**src/verilog/rvPkg.sv**
```systemverilog
package rvPkg;

	typedef logic [31:0] word_t;    // data, instruction or pc
	typedef logic [4:0]  regAddr_t;
	typedef logic [11:0] memAddr_t; // external memory port address
	typedef logic [3:0]  byteEn_t;

	// RV32I major opcodes
	localparam logic [6:0] OPC_LUI    = 7'b0110111;
	localparam logic [6:0] OPC_AUIPC  = 7'b0010111;
	localparam logic [6:0] OPC_JAL    = 7'b1101111;
	localparam logic [6:0] OPC_JALR   = 7'b1100111;
	localparam logic [6:0] OPC_BRANCH = 7'b1100011;
	localparam logic [6:0] OPC_LOAD   = 7'b0000011;
	localparam logic [6:0] OPC_STORE  = 7'b0100011;
	localparam logic [6:0] OPC_OPIMM  = 7'b0010011;
	localparam logic [6:0] OPC_OP     = 7'b0110011;

	// li x1,12 then ret ends the program
	localparam word_t HALT_PREV = 32'h00c00093;
	localparam word_t HALT_CURR = 32'h00008067;

	// funct3 of loads and stores
	localparam logic [2:0] MEM_B  = 3'b000;
	localparam logic [2:0] MEM_H  = 3'b001;
	localparam logic [2:0] MEM_W  = 3'b010;
	localparam logic [2:0] MEM_BU = 3'b100;
	localparam logic [2:0] MEM_HU = 3'b101;

	typedef enum logic [4:0] {
		ALU_ADD,
		ALU_SUB,
		ALU_SLL,
		ALU_SLT,
		ALU_SLTU,
		ALU_XOR,
		ALU_SRL,
		ALU_SRA,
		ALU_OR,
		ALU_AND,
		ALU_PASSB,
		// branch compares, result in bit 0
		ALU_EQ,
		ALU_NE,
		ALU_LT,
		ALU_GE,
		ALU_LTU,
		ALU_GEU
	} aluOp_t;

	typedef struct packed {
		aluOp_t     aluOp;
		logic       useImm;   // operand b from immediate
		logic       usePc;    // operand a from pc
		logic       zeroA;    // operand a forced to zero
		logic       isLoad;
		logic       isStore;
		logic       isBranch;
		logic       isJal;
		logic       isJalr;
		logic       regWrite;
		logic [2:0] memFunct; // width and sign of access
	} decodeCtrl_t;

endpackage

```
**src/verilog/instrDecoder.sv**
```systemverilog
`timescale 1ns/1ps

module instrDecoder import rvPkg::*; (
	input  word_t       instr,
	output decodeCtrl_t ctrl,
	output word_t       imm,
	output regAddr_t    rfRa1,
	output regAddr_t    rfRa2,
	output regAddr_t    rfWa1
);

	logic [6:0] opcode;
	logic [2:0] funct3;
	logic       funct7b5;
	logic       writesRd;

	assign opcode   = instr[6:0];
	assign funct3   = instr[14:12];
	assign funct7b5 = instr[30];

	assign rfRa1 = instr[19:15];
	assign rfRa2 = instr[24:20];
	assign rfWa1 = instr[11:7];

	// alt selects sub or sra
	function automatic aluOp_t aluFromFunct(input logic [2:0] f3, input logic alt);
		case (f3)
			3'b000:  return alt ? ALU_SUB : ALU_ADD;
			3'b001:  return ALU_SLL;
			3'b010:  return ALU_SLT;
			3'b011:  return ALU_SLTU;
			3'b100:  return ALU_XOR;
			3'b101:  return alt ? ALU_SRA : ALU_SRL;
			3'b110:  return ALU_OR;
			default: return ALU_AND;
		endcase
	endfunction

	function automatic aluOp_t branchOp(input logic [2:0] f3);
		case (f3)
			3'b000:  return ALU_EQ;
			3'b001:  return ALU_NE;
			3'b100:  return ALU_LT;
			3'b101:  return ALU_GE;
			3'b110:  return ALU_LTU;
			default: return ALU_GEU;
		endcase
	endfunction

	always_comb begin
		ctrl          = '0;
		ctrl.aluOp    = ALU_ADD;
		ctrl.memFunct = funct3;
		writesRd      = 1'b0;
		imm           = {{20{instr[31]}}, instr[31:20]}; // I type by default
		case (opcode)
			OPC_LUI: begin
				ctrl.zeroA  = 1'b1;
				ctrl.useImm = 1'b1;
				writesRd    = 1'b1;
				imm         = {instr[31:12], 12'b0};
			end
			OPC_AUIPC: begin
				ctrl.usePc  = 1'b1;
				ctrl.useImm = 1'b1;
				writesRd    = 1'b1;
				imm         = {instr[31:12], 12'b0};
			end
			OPC_JAL: begin
				ctrl.aluOp  = ALU_PASSB; // result unused, target is pc + imm
				ctrl.useImm = 1'b1;
				ctrl.isJal  = 1'b1;
				writesRd    = 1'b1;
				imm = {{12{instr[31]}}, instr[19:12], instr[20], instr[30:21], 1'b0};
			end
			OPC_JALR: begin
				ctrl.useImm = 1'b1;
				ctrl.isJalr = 1'b1;
				writesRd    = 1'b1;
			end
			OPC_BRANCH: begin
				ctrl.aluOp    = branchOp(funct3);
				ctrl.isBranch = 1'b1;
				imm = {{20{instr[31]}}, instr[7], instr[30:25], instr[11:8], 1'b0};
			end
			OPC_LOAD: begin
				ctrl.useImm = 1'b1;
				ctrl.isLoad = 1'b1;
				writesRd    = 1'b1;
			end
			OPC_STORE: begin
				ctrl.useImm  = 1'b1;
				ctrl.isStore = 1'b1;
				imm          = {{20{instr[31]}}, instr[31:25], instr[11:7]};
			end
			OPC_OPIMM: begin
				// only srai uses funct7 here
				ctrl.aluOp  = aluFromFunct(funct3, funct7b5 && (funct3 == 3'b101));
				ctrl.useImm = 1'b1;
				writesRd    = 1'b1;
			end
			OPC_OP: begin
				ctrl.aluOp = aluFromFunct(funct3, funct7b5);
				writesRd   = 1'b1;
			end
			default: ;
		endcase
		ctrl.regWrite = writesRd && (rfWa1 != 5'd0); // x0 never written
	end

endmodule

```
**src/verilog/execUnit.sv**
```systemverilog
`timescale 1ns/1ps

module execUnit import rvPkg::*; (
	input  decodeCtrl_t ctrl,
	input  word_t       rd1,
	input  word_t       rd2,
	input  word_t       pc,
	input  word_t       imm,
	output word_t       aluResult,
	output logic        branchTaken
);

	word_t       opA;
	word_t       opB;
	logic [4:0]  shamt;

	always_comb begin
		if (ctrl.zeroA)
			opA = '0;
		else if (ctrl.usePc)
			opA = pc;
		else
			opA = rd1;
	end

	assign opB   = ctrl.useImm ? imm : rd2;
	assign shamt = opB[4:0];

	always_comb begin
		case (ctrl.aluOp)
			ALU_ADD:   aluResult = opA + opB;
			ALU_SUB:   aluResult = opA - opB;
			ALU_SLL:   aluResult = opA << shamt;
			ALU_SLT:   aluResult = {31'b0, $signed(opA) < $signed(opB)};
			ALU_SLTU:  aluResult = {31'b0, opA < opB};
			ALU_XOR:   aluResult = opA ^ opB;
			ALU_SRL:   aluResult = opA >> shamt;
			ALU_SRA:   aluResult = word_t'($signed(opA) >>> shamt);
			ALU_OR:    aluResult = opA | opB;
			ALU_AND:   aluResult = opA & opB;
			ALU_PASSB: aluResult = opB;
			ALU_EQ:    aluResult = {31'b0, opA == opB};
			ALU_NE:    aluResult = {31'b0, opA != opB};
			ALU_LT:    aluResult = {31'b0, $signed(opA) < $signed(opB)};
			ALU_GE:    aluResult = {31'b0, $signed(opA) >= $signed(opB)};
			ALU_LTU:   aluResult = {31'b0, opA < opB};
			ALU_GEU:   aluResult = {31'b0, opA >= opB};
			default:   aluResult = '0;
		endcase
	end

	// compare ops leave the outcome in bit 0
	assign branchTaken = ctrl.isBranch & aluResult[0];

endmodule

```
**src/verilog/fetchUnit.sv**
```systemverilog
`timescale 1ns/1ps

module fetchUnit import rvPkg::*; (
	input  logic        CLK,
	input  logic        RSTn,
	input  word_t       instr,
	input  decodeCtrl_t ctrl,
	input  word_t       imm,
	input  word_t       aluResult,
	input  logic        branchTaken,
	output word_t       pc,
	output logic        halt
);

	word_t prevInstr;  // instruction of the last completed cycle
	word_t pcPlus4;
	word_t pcPlusImm;
	word_t nextPc;
	logic  haltSticky;
	logic  haltDetect;

	assign pcPlus4   = pc + 32'd4;
	assign pcPlusImm = pc + imm;

	always_comb begin
		if (ctrl.isJalr)
			nextPc = {aluResult[31:1], 1'b0};
		else if (ctrl.isJal || branchTaken)
			nextPc = pcPlusImm;
		else
			nextPc = pcPlus4;
	end

	// seen as soon as the second word of the sequence is fetched
	assign haltDetect = (prevInstr == HALT_PREV) && (instr == HALT_CURR);
	assign halt       = haltSticky | haltDetect;

	always_ff @(posedge CLK) begin
		if (RSTn) begin
			pc         <= '0;
			prevInstr  <= '0;
			haltSticky <= 1'b0;
		end else begin
			haltSticky <= halt;
			if (!halt) begin // frozen once halted
				pc        <= nextPc;
				prevInstr <= instr;
			end
		end
	end

endmodule

```
**src/verilog/memAccessUnit.sv**
```systemverilog
`timescale 1ns/1ps

module memAccessUnit import rvPkg::*; (
	input  decodeCtrl_t ctrl,
	input  word_t       addr,
	input  word_t       storeData,
	input  word_t       memRdata,
	output memAddr_t    memAddr,
	output word_t       memWdata,
	output byteEn_t     memBe,
	output logic        memWen,
	output word_t       loadData
);

	logic [1:0] byteOff;
	word_t      shifted;

	assign byteOff = addr[1:0];
	assign memAddr = addr[13:2]; // byte to word address
	assign memWen  = ctrl.isStore;

	// lanes are picked by memBe, so data is replicated
	always_comb begin
		case (ctrl.memFunct[1:0])
			2'b00: begin
				memWdata = {4{storeData[7:0]}};
				memBe    = byteEn_t'(4'b0001 << byteOff);
			end
			2'b01: begin
				memWdata = {2{storeData[15:0]}};
				memBe    = byteOff[1] ? 4'b1100 : 4'b0011;
			end
			default: begin
				memWdata = storeData;
				memBe    = 4'b1111;
			end
		endcase
	end

	assign shifted = memRdata >> {byteOff, 3'b000};

	always_comb begin
		case (ctrl.memFunct)
			MEM_B:   loadData = {{24{shifted[7]}}, shifted[7:0]};
			MEM_H:   loadData = {{16{shifted[15]}}, shifted[15:0]};
			MEM_W:   loadData = memRdata;
			MEM_BU:  loadData = {24'b0, shifted[7:0]};
			MEM_HU:  loadData = {16'b0, shifted[15:0]};
			default: loadData = memRdata;
		endcase
	end

endmodule

```
**src/verilog/riscvTop.sv**
```systemverilog
`timescale 1ns/1ps

module riscvTop import rvPkg::*; (
	input  logic     CLK,
	input  logic     RSTn,      // high holds the core in reset

	// instruction memory
	output logic     iMemCsn,
	input  word_t    iMemData,
	output memAddr_t iMemAddr,  // byte address

	// data memory
	output logic     dMemCsn,
	input  word_t    dMemData,
	output word_t    dMemDout,
	output memAddr_t dMemAddr,  // word address
	output logic     dMemWen,
	output byteEn_t  dMemBe,

	// register file
	output logic     rfWe,
	output regAddr_t rfRa1,
	output regAddr_t rfRa2,
	output regAddr_t rfWa1,
	input  word_t    rfRd1,
	input  word_t    rfRd2,
	output word_t    rfWd,

	output logic     halt,
	output word_t    numInst,   // completed instructions
	output word_t    outputPort
);

	decodeCtrl_t ctrl;
	word_t       imm;
	word_t       pc;
	word_t       pcPlus4;
	word_t       aluResult;
	word_t       loadData;
	logic        branchTaken;
	logic        memWen;
	logic        active;

	assign active = !RSTn && !halt;

	instrDecoder u_instrDecoder (
		.instr (iMemData),
		.ctrl  (ctrl),
		.imm   (imm),
		.rfRa1 (rfRa1),
		.rfRa2 (rfRa2),
		.rfWa1 (rfWa1)
	);

	fetchUnit u_fetchUnit (
		.CLK         (CLK),
		.RSTn        (RSTn),
		.instr       (iMemData),
		.ctrl        (ctrl),
		.imm         (imm),
		.aluResult   (aluResult),
		.branchTaken (branchTaken),
		.pc          (pc),
		.halt        (halt)
	);

	execUnit u_execUnit (
		.ctrl        (ctrl),
		.rd1         (rfRd1),
		.rd2         (rfRd2),
		.pc          (pc),
		.imm         (imm),
		.aluResult   (aluResult),
		.branchTaken (branchTaken)
	);

	memAccessUnit u_memAccessUnit (
		.ctrl      (ctrl),
		.addr      (aluResult),
		.storeData (rfRd2),
		.memRdata  (dMemData),
		.memAddr   (dMemAddr),
		.memWdata  (dMemDout),
		.memBe     (dMemBe),
		.memWen    (memWen),
		.loadData  (loadData)
	);

	assign iMemAddr = pc[11:0];
	assign iMemCsn  = RSTn; // chip selects are active low
	assign dMemCsn  = RSTn;

	// writeback select, link address for jumps
	assign pcPlus4 = pc + 32'd4;
	always_comb begin
		if (ctrl.isJal || ctrl.isJalr)
			rfWd = pcPlus4;
		else if (ctrl.isLoad)
			rfWd = loadData;
		else
			rfWd = aluResult;
	end

	assign rfWe       = ctrl.regWrite & active;
	assign dMemWen    = memWen & active;
	assign outputPort = rfWd;

	always_ff @(posedge CLK) begin
		if (RSTn)
			numInst <= '0;
		else if (!halt)
			numInst <= numInst + 32'd1;
	end

endmodule

```
**config.mk**
```make
export PLATFORM = sky130hd
export DESIGN_NAME = riscvTop
export DESIGN_NICKNAME = d
export VERILOG_FILES = /design/src/verilog/rvPkg.sv /design/src/verilog/instrDecoder.sv /design/src/verilog/execUnit.sv /design/src/verilog/fetchUnit.sv /design/src/verilog/memAccessUnit.sv /design/src/verilog/riscvTop.sv
export SDC_FILE = /design/constraint.sdc
export NUM_CORES = 1
export LEC_CHECK = 0
export BUFFER_PORTS_ARGS = -buffer_cell sky130_fd_sc_hd__buf_2
export CAP_MARGIN = 10
export CELL_PAD_IN_SITES_DETAIL_PLACEMENT = 0
export CELL_PAD_IN_SITES_GLOBAL_PLACEMENT = 2
export CORE_MARGIN = 2
export CORE_UTILIZATION = 30
export CTS_BUF_LIST = sky130_fd_sc_hd__clkbuf_4 sky130_fd_sc_hd__clkbuf_8
export DETAILED_ROUTE_END_ITERATION = 7
export MAX_ROUTING_LAYER = met4
export PLACE_DENSITY_LB_ADDON = 0.1
export SETUP_SLACK_MARGIN = 0.2
export SLEW_MARGIN = 30
export SYNTH_ARGS = -nofsm -noshare
export SYNTH_HDL_FRONTEND = slang
export SYNTH_HIERARCHICAL = 1
export SYNTH_SLANG_ARGS = --single-unit
```
**constraint.sdc**
```tcl
create_clock -name CLK -period 20 [get_ports CLK]
set_input_delay 2 -clock CLK [delete_from_list [all_inputs] [get_ports CLK]]
set_output_delay 2 -clock CLK [all_outputs]
set_load 0.005 [all_outputs]
```
==> key figures, run 1 <==
GRT
  • Initial antenna violation count: 5
  • Pin count of the biggest net entering global routing: 73
  • GRT overflow: 0
  • Vias in the first global route: ~24000
  • Total GRT Usage: 37.46%
  • First-pass GRT wire length: approximately 190 mm

Routing
  • Pre-antenna DRT Iters: 6
  • Number of remaining DRC errors: 0
  • Via/cell ratio: ~6.4
  • Via count: between 20000 and 30000
  • DRT Wirelength: roughly 130 mm
  • Post-DRT Antenna Nets: 0
  • Iter 0 DRT Violations: 3073
  • WL/cell: 33.71 um

Logic synthesis
  • Register area share after synthesis: under 10%
  • Post-Synth XOR/XNOR Area: 3.263%
  • Synthesized cell area: a little over 20000 um2
  • Post-synthesis simple-gate area fraction: 24.85%
  • Yosys cell types: roughly 120
  • Net Count, Synth: 3237
  • Largest family of logic cells by synthesized area: compound AO/OA/AOI/OAI gates
  • Largest cells by area after synthesis: dfxtp_1 (9.4%), ha_1 (7.9%), a21oi_1 (5.9%)
  • Seq cells post-synth: a little under 100
  • Post-synth EDFFs: 0
  • Main flop type after synthesis: dfxtp_1
  • Synth Instances: roughly 3000
  • Fraction of registers with async set/reset: 0%
  • Syn avg cell area: between 6 and 7 um2
  • Post-synthesis mux area share: between 10% and 20%
  • Post-synthesis compound-gate area fraction: between 30% and 40%
  • Adder-cell share of the synthesized area: under 10%
  • Synth Warn #: 6
  • Yosys top cell area share: 9.396%
  • Synth area leader: dfxtp_1

Job
  • MaxCap Viol Count: 0

Power and ir drop
  • Final Total Pwr: about 0.0010 W
  • Clock Power Share: 14.4%
  • Sequential share of power: between 20% and 30%
  • Sw Pwr: between 0.0005 and 0.0006 W
  • Sw Ratio: a little over half
  • Max VDD drop: just under 0.03 mV
  • Power per standard cell area: 44.47 nW/um2
  • Static Leakage: around 9.4 nW
  • Comb pwr share: between 60% and 70%
  • Cell-internal power: 0.0004605 W

CTS
  • Cts bufs inserted: 9
  • Hold Buf Count CTS: 0
  • Clk_lat worst skew: 450 ps
  • CTS clk-pin slew, worst paths: ~120 ps
  • # H-tree levels: 3
  • Postcts setup bufs: 0
  • # resized after CTS: 0
  • Clock buffer depth: 2
  • CTS tree: done
  • CTS Sinks: 97
  • Root Driver: clkbuf_8

Run status
  • Status: completed

Critical path
  • CP cell instances: buf_2 > nand2b_1 > nor3_4 > nor3_2 > a21o_1 > mux2i_1 > inv_1 > ha_1 > nor2_1 > nand2_1 > or4_1 > nor3_1 > mux2_2 > o311ai_0 > a311oi_1 > nand4_1 > buf_4 > mux2_4 > o221ai_2 > a211oi_4 > a21o_1 > a211oi_1 > a31oi_1 > buf_2
  • Setup crit end kind: output pin
  • CP top delay family: simple AND/OR/NAND/NOR gates
  • Critical path type: in -> out
  • Slowest stage delay, CP: 800 ps
  • Slowest cell on crit path: a211oi_4
  • Critical Path Source Type: input pin
  • Crit path required time: between 15000 and 20000 ps
  • Worst-path fanout max: 28
  • CP bufs+invs: 4
  • Worst EP arrival: 10100 ps

STA
  • Slew @ Worst Pin: 1095 ps
  • Slew Limit Headroom: about 27%
  • Min Clock Period, post-route: between 10000 and 15000 ps
  • Max-slew violations: 0
  • Fin Setup TNS: 0 ps
  • Final period utilization: between 60 and 70%
  • Final setup fails: 0
  • Worst clock skew: between 20 and 30 ps
  • Final Hold Vio Count: 0
  • F_max: approximately 83 MHz
  • RSZ-0062 raised after global routing: no

Layout
  • Layout cells sized above 1: a little under a fifth
  • Final net count: roughly 3400
  • Fillers: between 7000 and 8000
  • Area grow syn2layout: 10.27%

Place
  • Port-buffer cells: between 300 and 400
  • GPL Wtd Cong: about 1.1
  • Post-DP HPWL: approximately 110 mm

Die
  • Initial Util: a little under a third
  • Die Y: between 200 and 300 um
  • IO Count: between 300 and 400
  • Die W: roughly 270 um
  • Row cnt: 96
  • Total die area: 71000 um2
  • Area of the core: approximately 68000 um2

Hold path
  • Min-Delay Path Class: reg -> reg
## cells by family (layout without fill, tap and decap cells)
logic type	count (synthesis)	after routing
AND/OR/NAND/NOR	1025	1025
flip-flops	97	97
adder cells (fa/ha/maj)	134	134
other	0	5
AO/OA/AOI/OAI	1052	1052
buffers and inverters	412	536
multiplexers	176	176
XOR/XNOR	77	77
## stage by stage
stage / setup WS [ps] / cells / hold WS (ps) / util [%] / cell area, um2
3_5_place_dp: 8124 / 3963 / 445.6 / 32.99 / 22550
3_3_place_gp: 8066 / 3963 / 439.9 / 32.99 / 22540
5_1_grt: 7593 / 3982 / 480.0 / 33.34 / 22780
2_1_floorplan: 9842 / 2973 / 431.2 / - / 20670
4_1_cts: 8120 / 3979 / 464.3 / 33.29 / 22750
6_report: 7898 / 3984 / 464.4 / 33.34 / 22790
## worst paths after layout
kind | from | end | slack, ps | depth (start not counted)
hold reg to reg | u_fetchUnit/prevInstr[0] | u_fetchUnit/prevInstr[0] | 460 | 2
setup / recovery | iMemData[6] | outputPort[26] | 7900 | 24
setup reg to reg | u_fetchUnit/pc[8] | u_fetchUnit/pc[12] | 12790 | 19
hold / removal | u_fetchUnit/prevInstr[0] | u_fetchUnit/prevInstr[0] | 460 | 2
## state kept, by name, indices dropped and copies added (netlist names)
signal / cells
numInst: 32
u_fetchUnit/haltSticky: 1
u_fetchUnit/pc: 32
u_fetchUnit/prevInstr: 32
## metal layers
layer,wire [um],vias to the layer above,global-route usage [%]
met4,7046,0,17.14
met3,9683,240,5.379
met5,0,-,-
met1,55820,12740,47.16
met2,61770,1391,59.19
li1,-,11320,-
## synthesized netlist by cell type (15+ instances only)
cell type	instances
nand2_1	297
nor2_1	274
a21oi_1	245
o21ai_0	222
clkbuf_1	134
ha_1	131
inv_1	124
mux2i_1	104
dfxtp_1	97
buf_4	84
nand3_1	78
a21o_1	67
a211oi_1	60
nor2b_1	50
nor3_1	49
o211ai_1	47
xnor2_1	45
mux2_2	43
a31oi_1	41
a22oi_1	40
o22ai_1	38
a221oi_1	37
buf_2	35
nand4_1	34
or3_1	32
xor2_1	32
nand2b_1	31
o31ai_1	29
nor4_1	27
and3_1	26
mux4_2	26
or4_1	26
o21bai_1	24
o221ai_1	20
a221o_1	19
buf_1	19
and2_1	16
o2111ai_1	16
o21a_1	15
## cell usage in the layout (no fill, tap or decap), types with 25 or more instances in the layout
cell | synthesis | layout
nand3_1 | 78 | 77
buf_2 | 35 | 304
or3_1 | 32 | 32
dfxtp_1 | 97 | 97
nand2b_1 | 31 | 31
nand2_1 | 297 | 296
inv_1 | 124 | 122
ha_1 | 131 | 131
o31ai_1 | 29 | 29
nor2b_1 | 50 | 50
or4_1 | 26 | 26
a31oi_1 | 41 | 41
xor2_1 | 32 | 32
buf_4 | 84 | 89
o22ai_1 | 38 | 38
nor4_1 | 27 | 25
a21o_1 | 67 | 67
nor2_1 | 274 | 268
nand4_1 | 34 | 34
o211ai_1 | 47 | 47
a21oi_1 | 245 | 245
xnor2_1 | 45 | 45
and3_1 | 26 | 26
o21ai_0 | 222 | 221
nor3_1 | 49 | 46
a22oi_1 | 40 | 40
mux4_2 | 26 | 26
a221oi_1 | 37 | 37
mux2_2 | 43 | 43
a211oi_1 | 60 | 59
mux2i_1 | 104 | 101
## power by group through the flow
stage	combinational (W)	sequential, W	clock (W)
after CTS	0.000644	0.000205	0.000152
after global routing	0.000692	0.000206	0.000157
final	0.000662	0.000205	0.000146
after floorplan	0.000376	0.000209	0
after global placement	0.000646	0.000209	0
after detailed placement	0.000641	0.000209	0
## tightest hold or removal path: stages, from the launching register on
cell and delay [ps]:
dfxtp_1 330, nand2_1 50, a21oi_1 50
## area by class of cell
cell class              instances  area (um2)  share of cell area, %
multi-input cells            2464       16860                  73.97
repair buffers                393        2190                  9.609
flip-flops and latches         97        1942                  8.521
well taps                     882        1104                  4.843
inverters                     127       478.0                  2.097
clock buffers                   9       123.9                 0.5436
clock inverters                 7       81.33                 0.3569
diodes                          5       12.51                0.05491
No activity file was read; power rests on OpenSTA's default activity.
==> run 2: changes to the inputs <==
--- a/config.mk
+++ b/config.mk
@@ -5,12 +5,13 @@
 export SDC_FILE = /design/constraint.sdc
 export NUM_CORES = 1
 export LEC_CHECK = 0
+export ABC_AREA = 1
 export BUFFER_PORTS_ARGS = -buffer_cell sky130_fd_sc_hd__buf_2
 export CAP_MARGIN = 10
 export CELL_PAD_IN_SITES_DETAIL_PLACEMENT = 0
 export CELL_PAD_IN_SITES_GLOBAL_PLACEMENT = 2
 export CORE_MARGIN = 2
-export CORE_UTILIZATION = 30
+export CORE_UTILIZATION = 27
 export CTS_BUF_LIST = sky130_fd_sc_hd__clkbuf_4 sky130_fd_sc_hd__clkbuf_8
 export DETAILED_ROUTE_END_ITERATION = 7
 export MAX_ROUTING_LAYER = met4
==> constraint.sdc (replaced) <==
create_clock -name CLK -period 9.9 [get_ports CLK]
set_input_delay 0.99 -clock CLK [delete_from_list [all_inputs] [get_ports CLK]]
set_output_delay 0.99 -clock CLK [all_outputs]
set_load 0.005 [all_outputs]
==> run 2 against run 1 <==
  * Clock power grew 110%
  * Sequential cell count is the same
  * Register-to-register slack worse by 8400 ps
  * Final cell count increased by 42%
  * Sequential share of layout area fell by 0.77 points
  * Wire length increased by 13%
  * Global-route usage shrank 2.3 points
  * First-iteration DRC count down 11%
  * Clock skew decreased by 6.8 ps
  * Hold slack gained 25 ps
  * Synthesized area increased by 9.6%
  * Worst setup slack lost 6600 ps
  * Largest cell class unchanged
  * Highest routed layer unchanged
==> key figures, run 2 <==
Run status
  • Status: completed

Hold path
  • Min-Delay Path Class: reg -> reg

Die
  • Area of the core: 83420 um2 (+22%)
  • Die W: 293.7 um (+10%)
  • IO Count: 306 (unchanged)
  • Die Y: 293.7 um (+10%)
  • Initial Util: 27.16% (-3.1 points)
  • Total die area: 86240 um2 (+21%)
  • Row cnt: 106 (+10%)

STA
  • Fin Setup TNS: 0 ps (unchanged)
  • Worst clock skew: 22.74 ps (-6.839 ps)
  • F_max: approximately 120 MHz
  • Slew @ Worst Pin: 1124 ps (+29.20 ps)
  • Slew Limit Headroom: 25.01% (-1.8 points)
  • Final setup fails: 0 (unchanged)
  • Final period utilization: between 80% and 90%
  • Max-slew violations: 0 (unchanged)
  • Min Clock Period, post-route: about 8600 ps
  • RSZ-0062 raised after global routing: no
  • Final Hold Vio Count: 0 (unchanged)

Critical path
  • Top cell by count, worst path: nand2_1
  • Critical Path Source Type: input pin
  • Critical path type: in -> out
  • Setup crit end kind: output pin
  • Worst EP arrival: 7580 ps (-2520 ps)
  • Slowest cell on crit path: nor2_1
  • Worst-path fanout max: 66 (+140%)
  • Slowest stage delay, CP: 610 ps (-190 ps)
  • R2r setup slk: 4430 ps (-8360 ps)
  • Crit path required time: 8910 ps (-9090 ps)

CTS
  • CTS Sinks: 97 (unchanged)
  • CTS clk-pin slew, worst paths: 140 ps (+20 ps)
  • Clock buffer depth: 2 (unchanged)
  • Hold Buf Count CTS: 0 (unchanged)
  • CTS tree: done
  • Clk_lat worst skew: 450 ps (about the same)
  • Cts bufs inserted: 9 (unchanged)
  • # resized after CTS: 0 (unchanged)
  • Postcts setup bufs: 0 (unchanged)
  • Root Driver: clkbuf_8
  • # H-tree levels: 3 (unchanged)

Power and ir drop
  • Clock Power Share: 14.1% (-0.3 points)
  • Power per standard cell area: 85.21 nW/um2 (+92%)
  • Comb pwr share: 66.5% (+1.1 points)
  • Sw Ratio: 58.67% (+4.1 points)
  • Cell-internal power: 0.0008817 W (+91%)
  • Sw Pwr: 0.001252 W (+130%)
  • Static Leakage: 12.99 nW (+39%)
  • Max VDD drop: 0.05835 mV (+98%)
  • Final Total Pwr: 0.002133 W (+110%)
  • Sequential share of power: 19.4% (-0.9 points)

Logic synthesis
  • Syn avg cell area: 5.143 um2 (-26%)
  • Synth top cells by count: nand2_1 (1443), inv_1 (586), nand3_1 (473)
  • Net Count, Synth: 4669 (+44%)
  • Main flop type after synthesis: dfxtp_1
  • Seq cells post-synth: 97 (unchanged)
  • Cell with the most instances after synthesis: nand2_1
  • Yosys top cell area share: 23.91% (+15 points)
  • Yosys cell types: 66 (-46%)
  • Fraction of registers with async set/reset: 0% (unchanged)
  • Register area share after synthesis: 8.571% (-0.83 points)
  • Synthesized cell area: 22660 um2 (+9.6%)
  • Synth Instances: 4405 (+48%)
  • Synth area leader: nand2_1
  • Post-synth EDFFs: 0 (unchanged)
  • Synth Warn #: 6 (unchanged)
  • Largest cells by area after synthesis: nand2_1 (24%), nand3_1 (10%), inv_1 (9.7%)

Job
  • MaxCap Viol Count: 0 (unchanged)

Layout
  • Area grow syn2layout: 10.52%
  • Fin area: 25040 um2 (+9.9%)
  • Final net count: 4834 (+44%)
  • Multi-input gate area: 17060 um2 (+1.2%)
  • Final core occ: 30.01% (-3.3 points)
  • Fillers: 9932 (+32%)
  • Largest regs: numInst (32), u_fetchUnit/pc (32), u_fetchUnit/prevInstr (32)
  • Register area: 1942 um2 (unchanged)
  • Layout cells sized above 1: 11.72% (-6.8 points)
  • Commonest non-fill, non-tap cell in the layout: nand2_1
  • Commonest non-fill, non-tap cells in the layout: nand2_1 (1443), inv_1 (584), nand3_1 (472), nor2_1 (464), buf_2 (305)

GRT
  • Initial antenna violation count: 10 (+5)
  • Vias in the first global route: 28080 (+17%)
  • Total GRT Usage: 35.11% (-2.3 points)
  • GRT overflow: 0 (unchanged)
  • Pin count of the biggest net entering global routing: 72 (-1.4%)
  • First-pass GRT wire length: 211.3 mm (+13%)

Place
  • Post-DP HPWL: 126.3 mm (+19%)
  • GPL Wtd Cong: 1.088 (+1.1%)
  • Port-buffer cells: 305 (unchanged)
  • Placed Instance Area: 24840 um2 (+10%)

Routing
  • Via/cell ratio: 5.351 (-17%)
  • Via count: 30270 (+18%)
  • WL/cell: 26.94 um (-20%)
  • Pre-antenna DRT Iters: 6 (unchanged)
  • Post-DRT Antenna Nets: 0 (unchanged)
  • Iter 0 DRT Violations: 2736 (-11%)
  • DRT Wirelength: 152.4 mm (+13%)
  • Number of remaining DRC errors: 0 (unchanged)
[run 2: cell type report]
class,count,share of cell area [%]
Timing Repair Buffer,386,8.705
Tap cell,1080,5.397
Inverter,611,9.195
Antenna cell,2,0.01999
Sequential cell,97,7.756
Clock buffer,10,0.5497
Clock inverter,6,0.2249
Multi-Input combinational cell,3465,68.15
[run 2: power by group through the flow]
stage               logic [W]  clock network (W)  registers, W
detailed placement    0.00138                  0      0.000422
CTS                   0.00138           0.000314      0.000413
finish                0.00142           0.000301      0.000414
floorplan            0.000804                  0      0.000419
global placement      0.00140                  0      0.000422
global route          0.00151           0.000318      0.000415
[run 2: worst max-delay path, delay by kind of cell]
family | cells | cell delay, ps
and+or+nand+nor | 22 | 3810
AOI/OAI and AO/OA | 3 | 970
adders and majority gates | 1 | 460
buffers and inverters | 8 | 1310
[run 2: metal layers]
layer | track usage, % | routed length [um] | up-vias
met5 | - | 0 | -
met4 | 17.66 | 8926 | 0
met3 | 3.006 | 8752 | 240
met1 | 44.19 | 64880 | 14350
met2 | 56.31 | 69860 | 1230
li1 | - | - | 14450
[run 2: cells by family after synthesis]
family	synth area share (%)
AND/OR/NAND/NOR	50.32
buffers and inverters	16.26
AO/OA/AOI/OAI	16.33
adder cells (fa/ha/maj)	7.500
flip-flops	8.571
XOR/XNOR	0.9278
multiplexers	0.08837
[run 2: stage by stage]
step                      hold WS (ps)  worst slack [ps]  std cells
after floorplan                  428.4              3588       4405
after global placement           443.9              1236       5638
after detailed placement         456.2              1427       5639
after CTS                        488.7              1406       5655
after global routing             507.6             689.1       5657
final                            489.0              1329       5657
[run 2: worst paths after layout]
kind / end / depth (start not counted) / from
setup / recovery: outputPort[4] / 34 / iMemData[0]
hold / removal: u_fetchUnit/prevInstr[21] / 2 / u_fetchUnit/prevInstr[21]
setup reg to reg: u_fetchUnit/pc[6] / 28 / u_fetchUnit/pc[29]
hold reg to reg: u_fetchUnit/prevInstr[21] / 2 / u_fetchUnit/prevInstr[21]
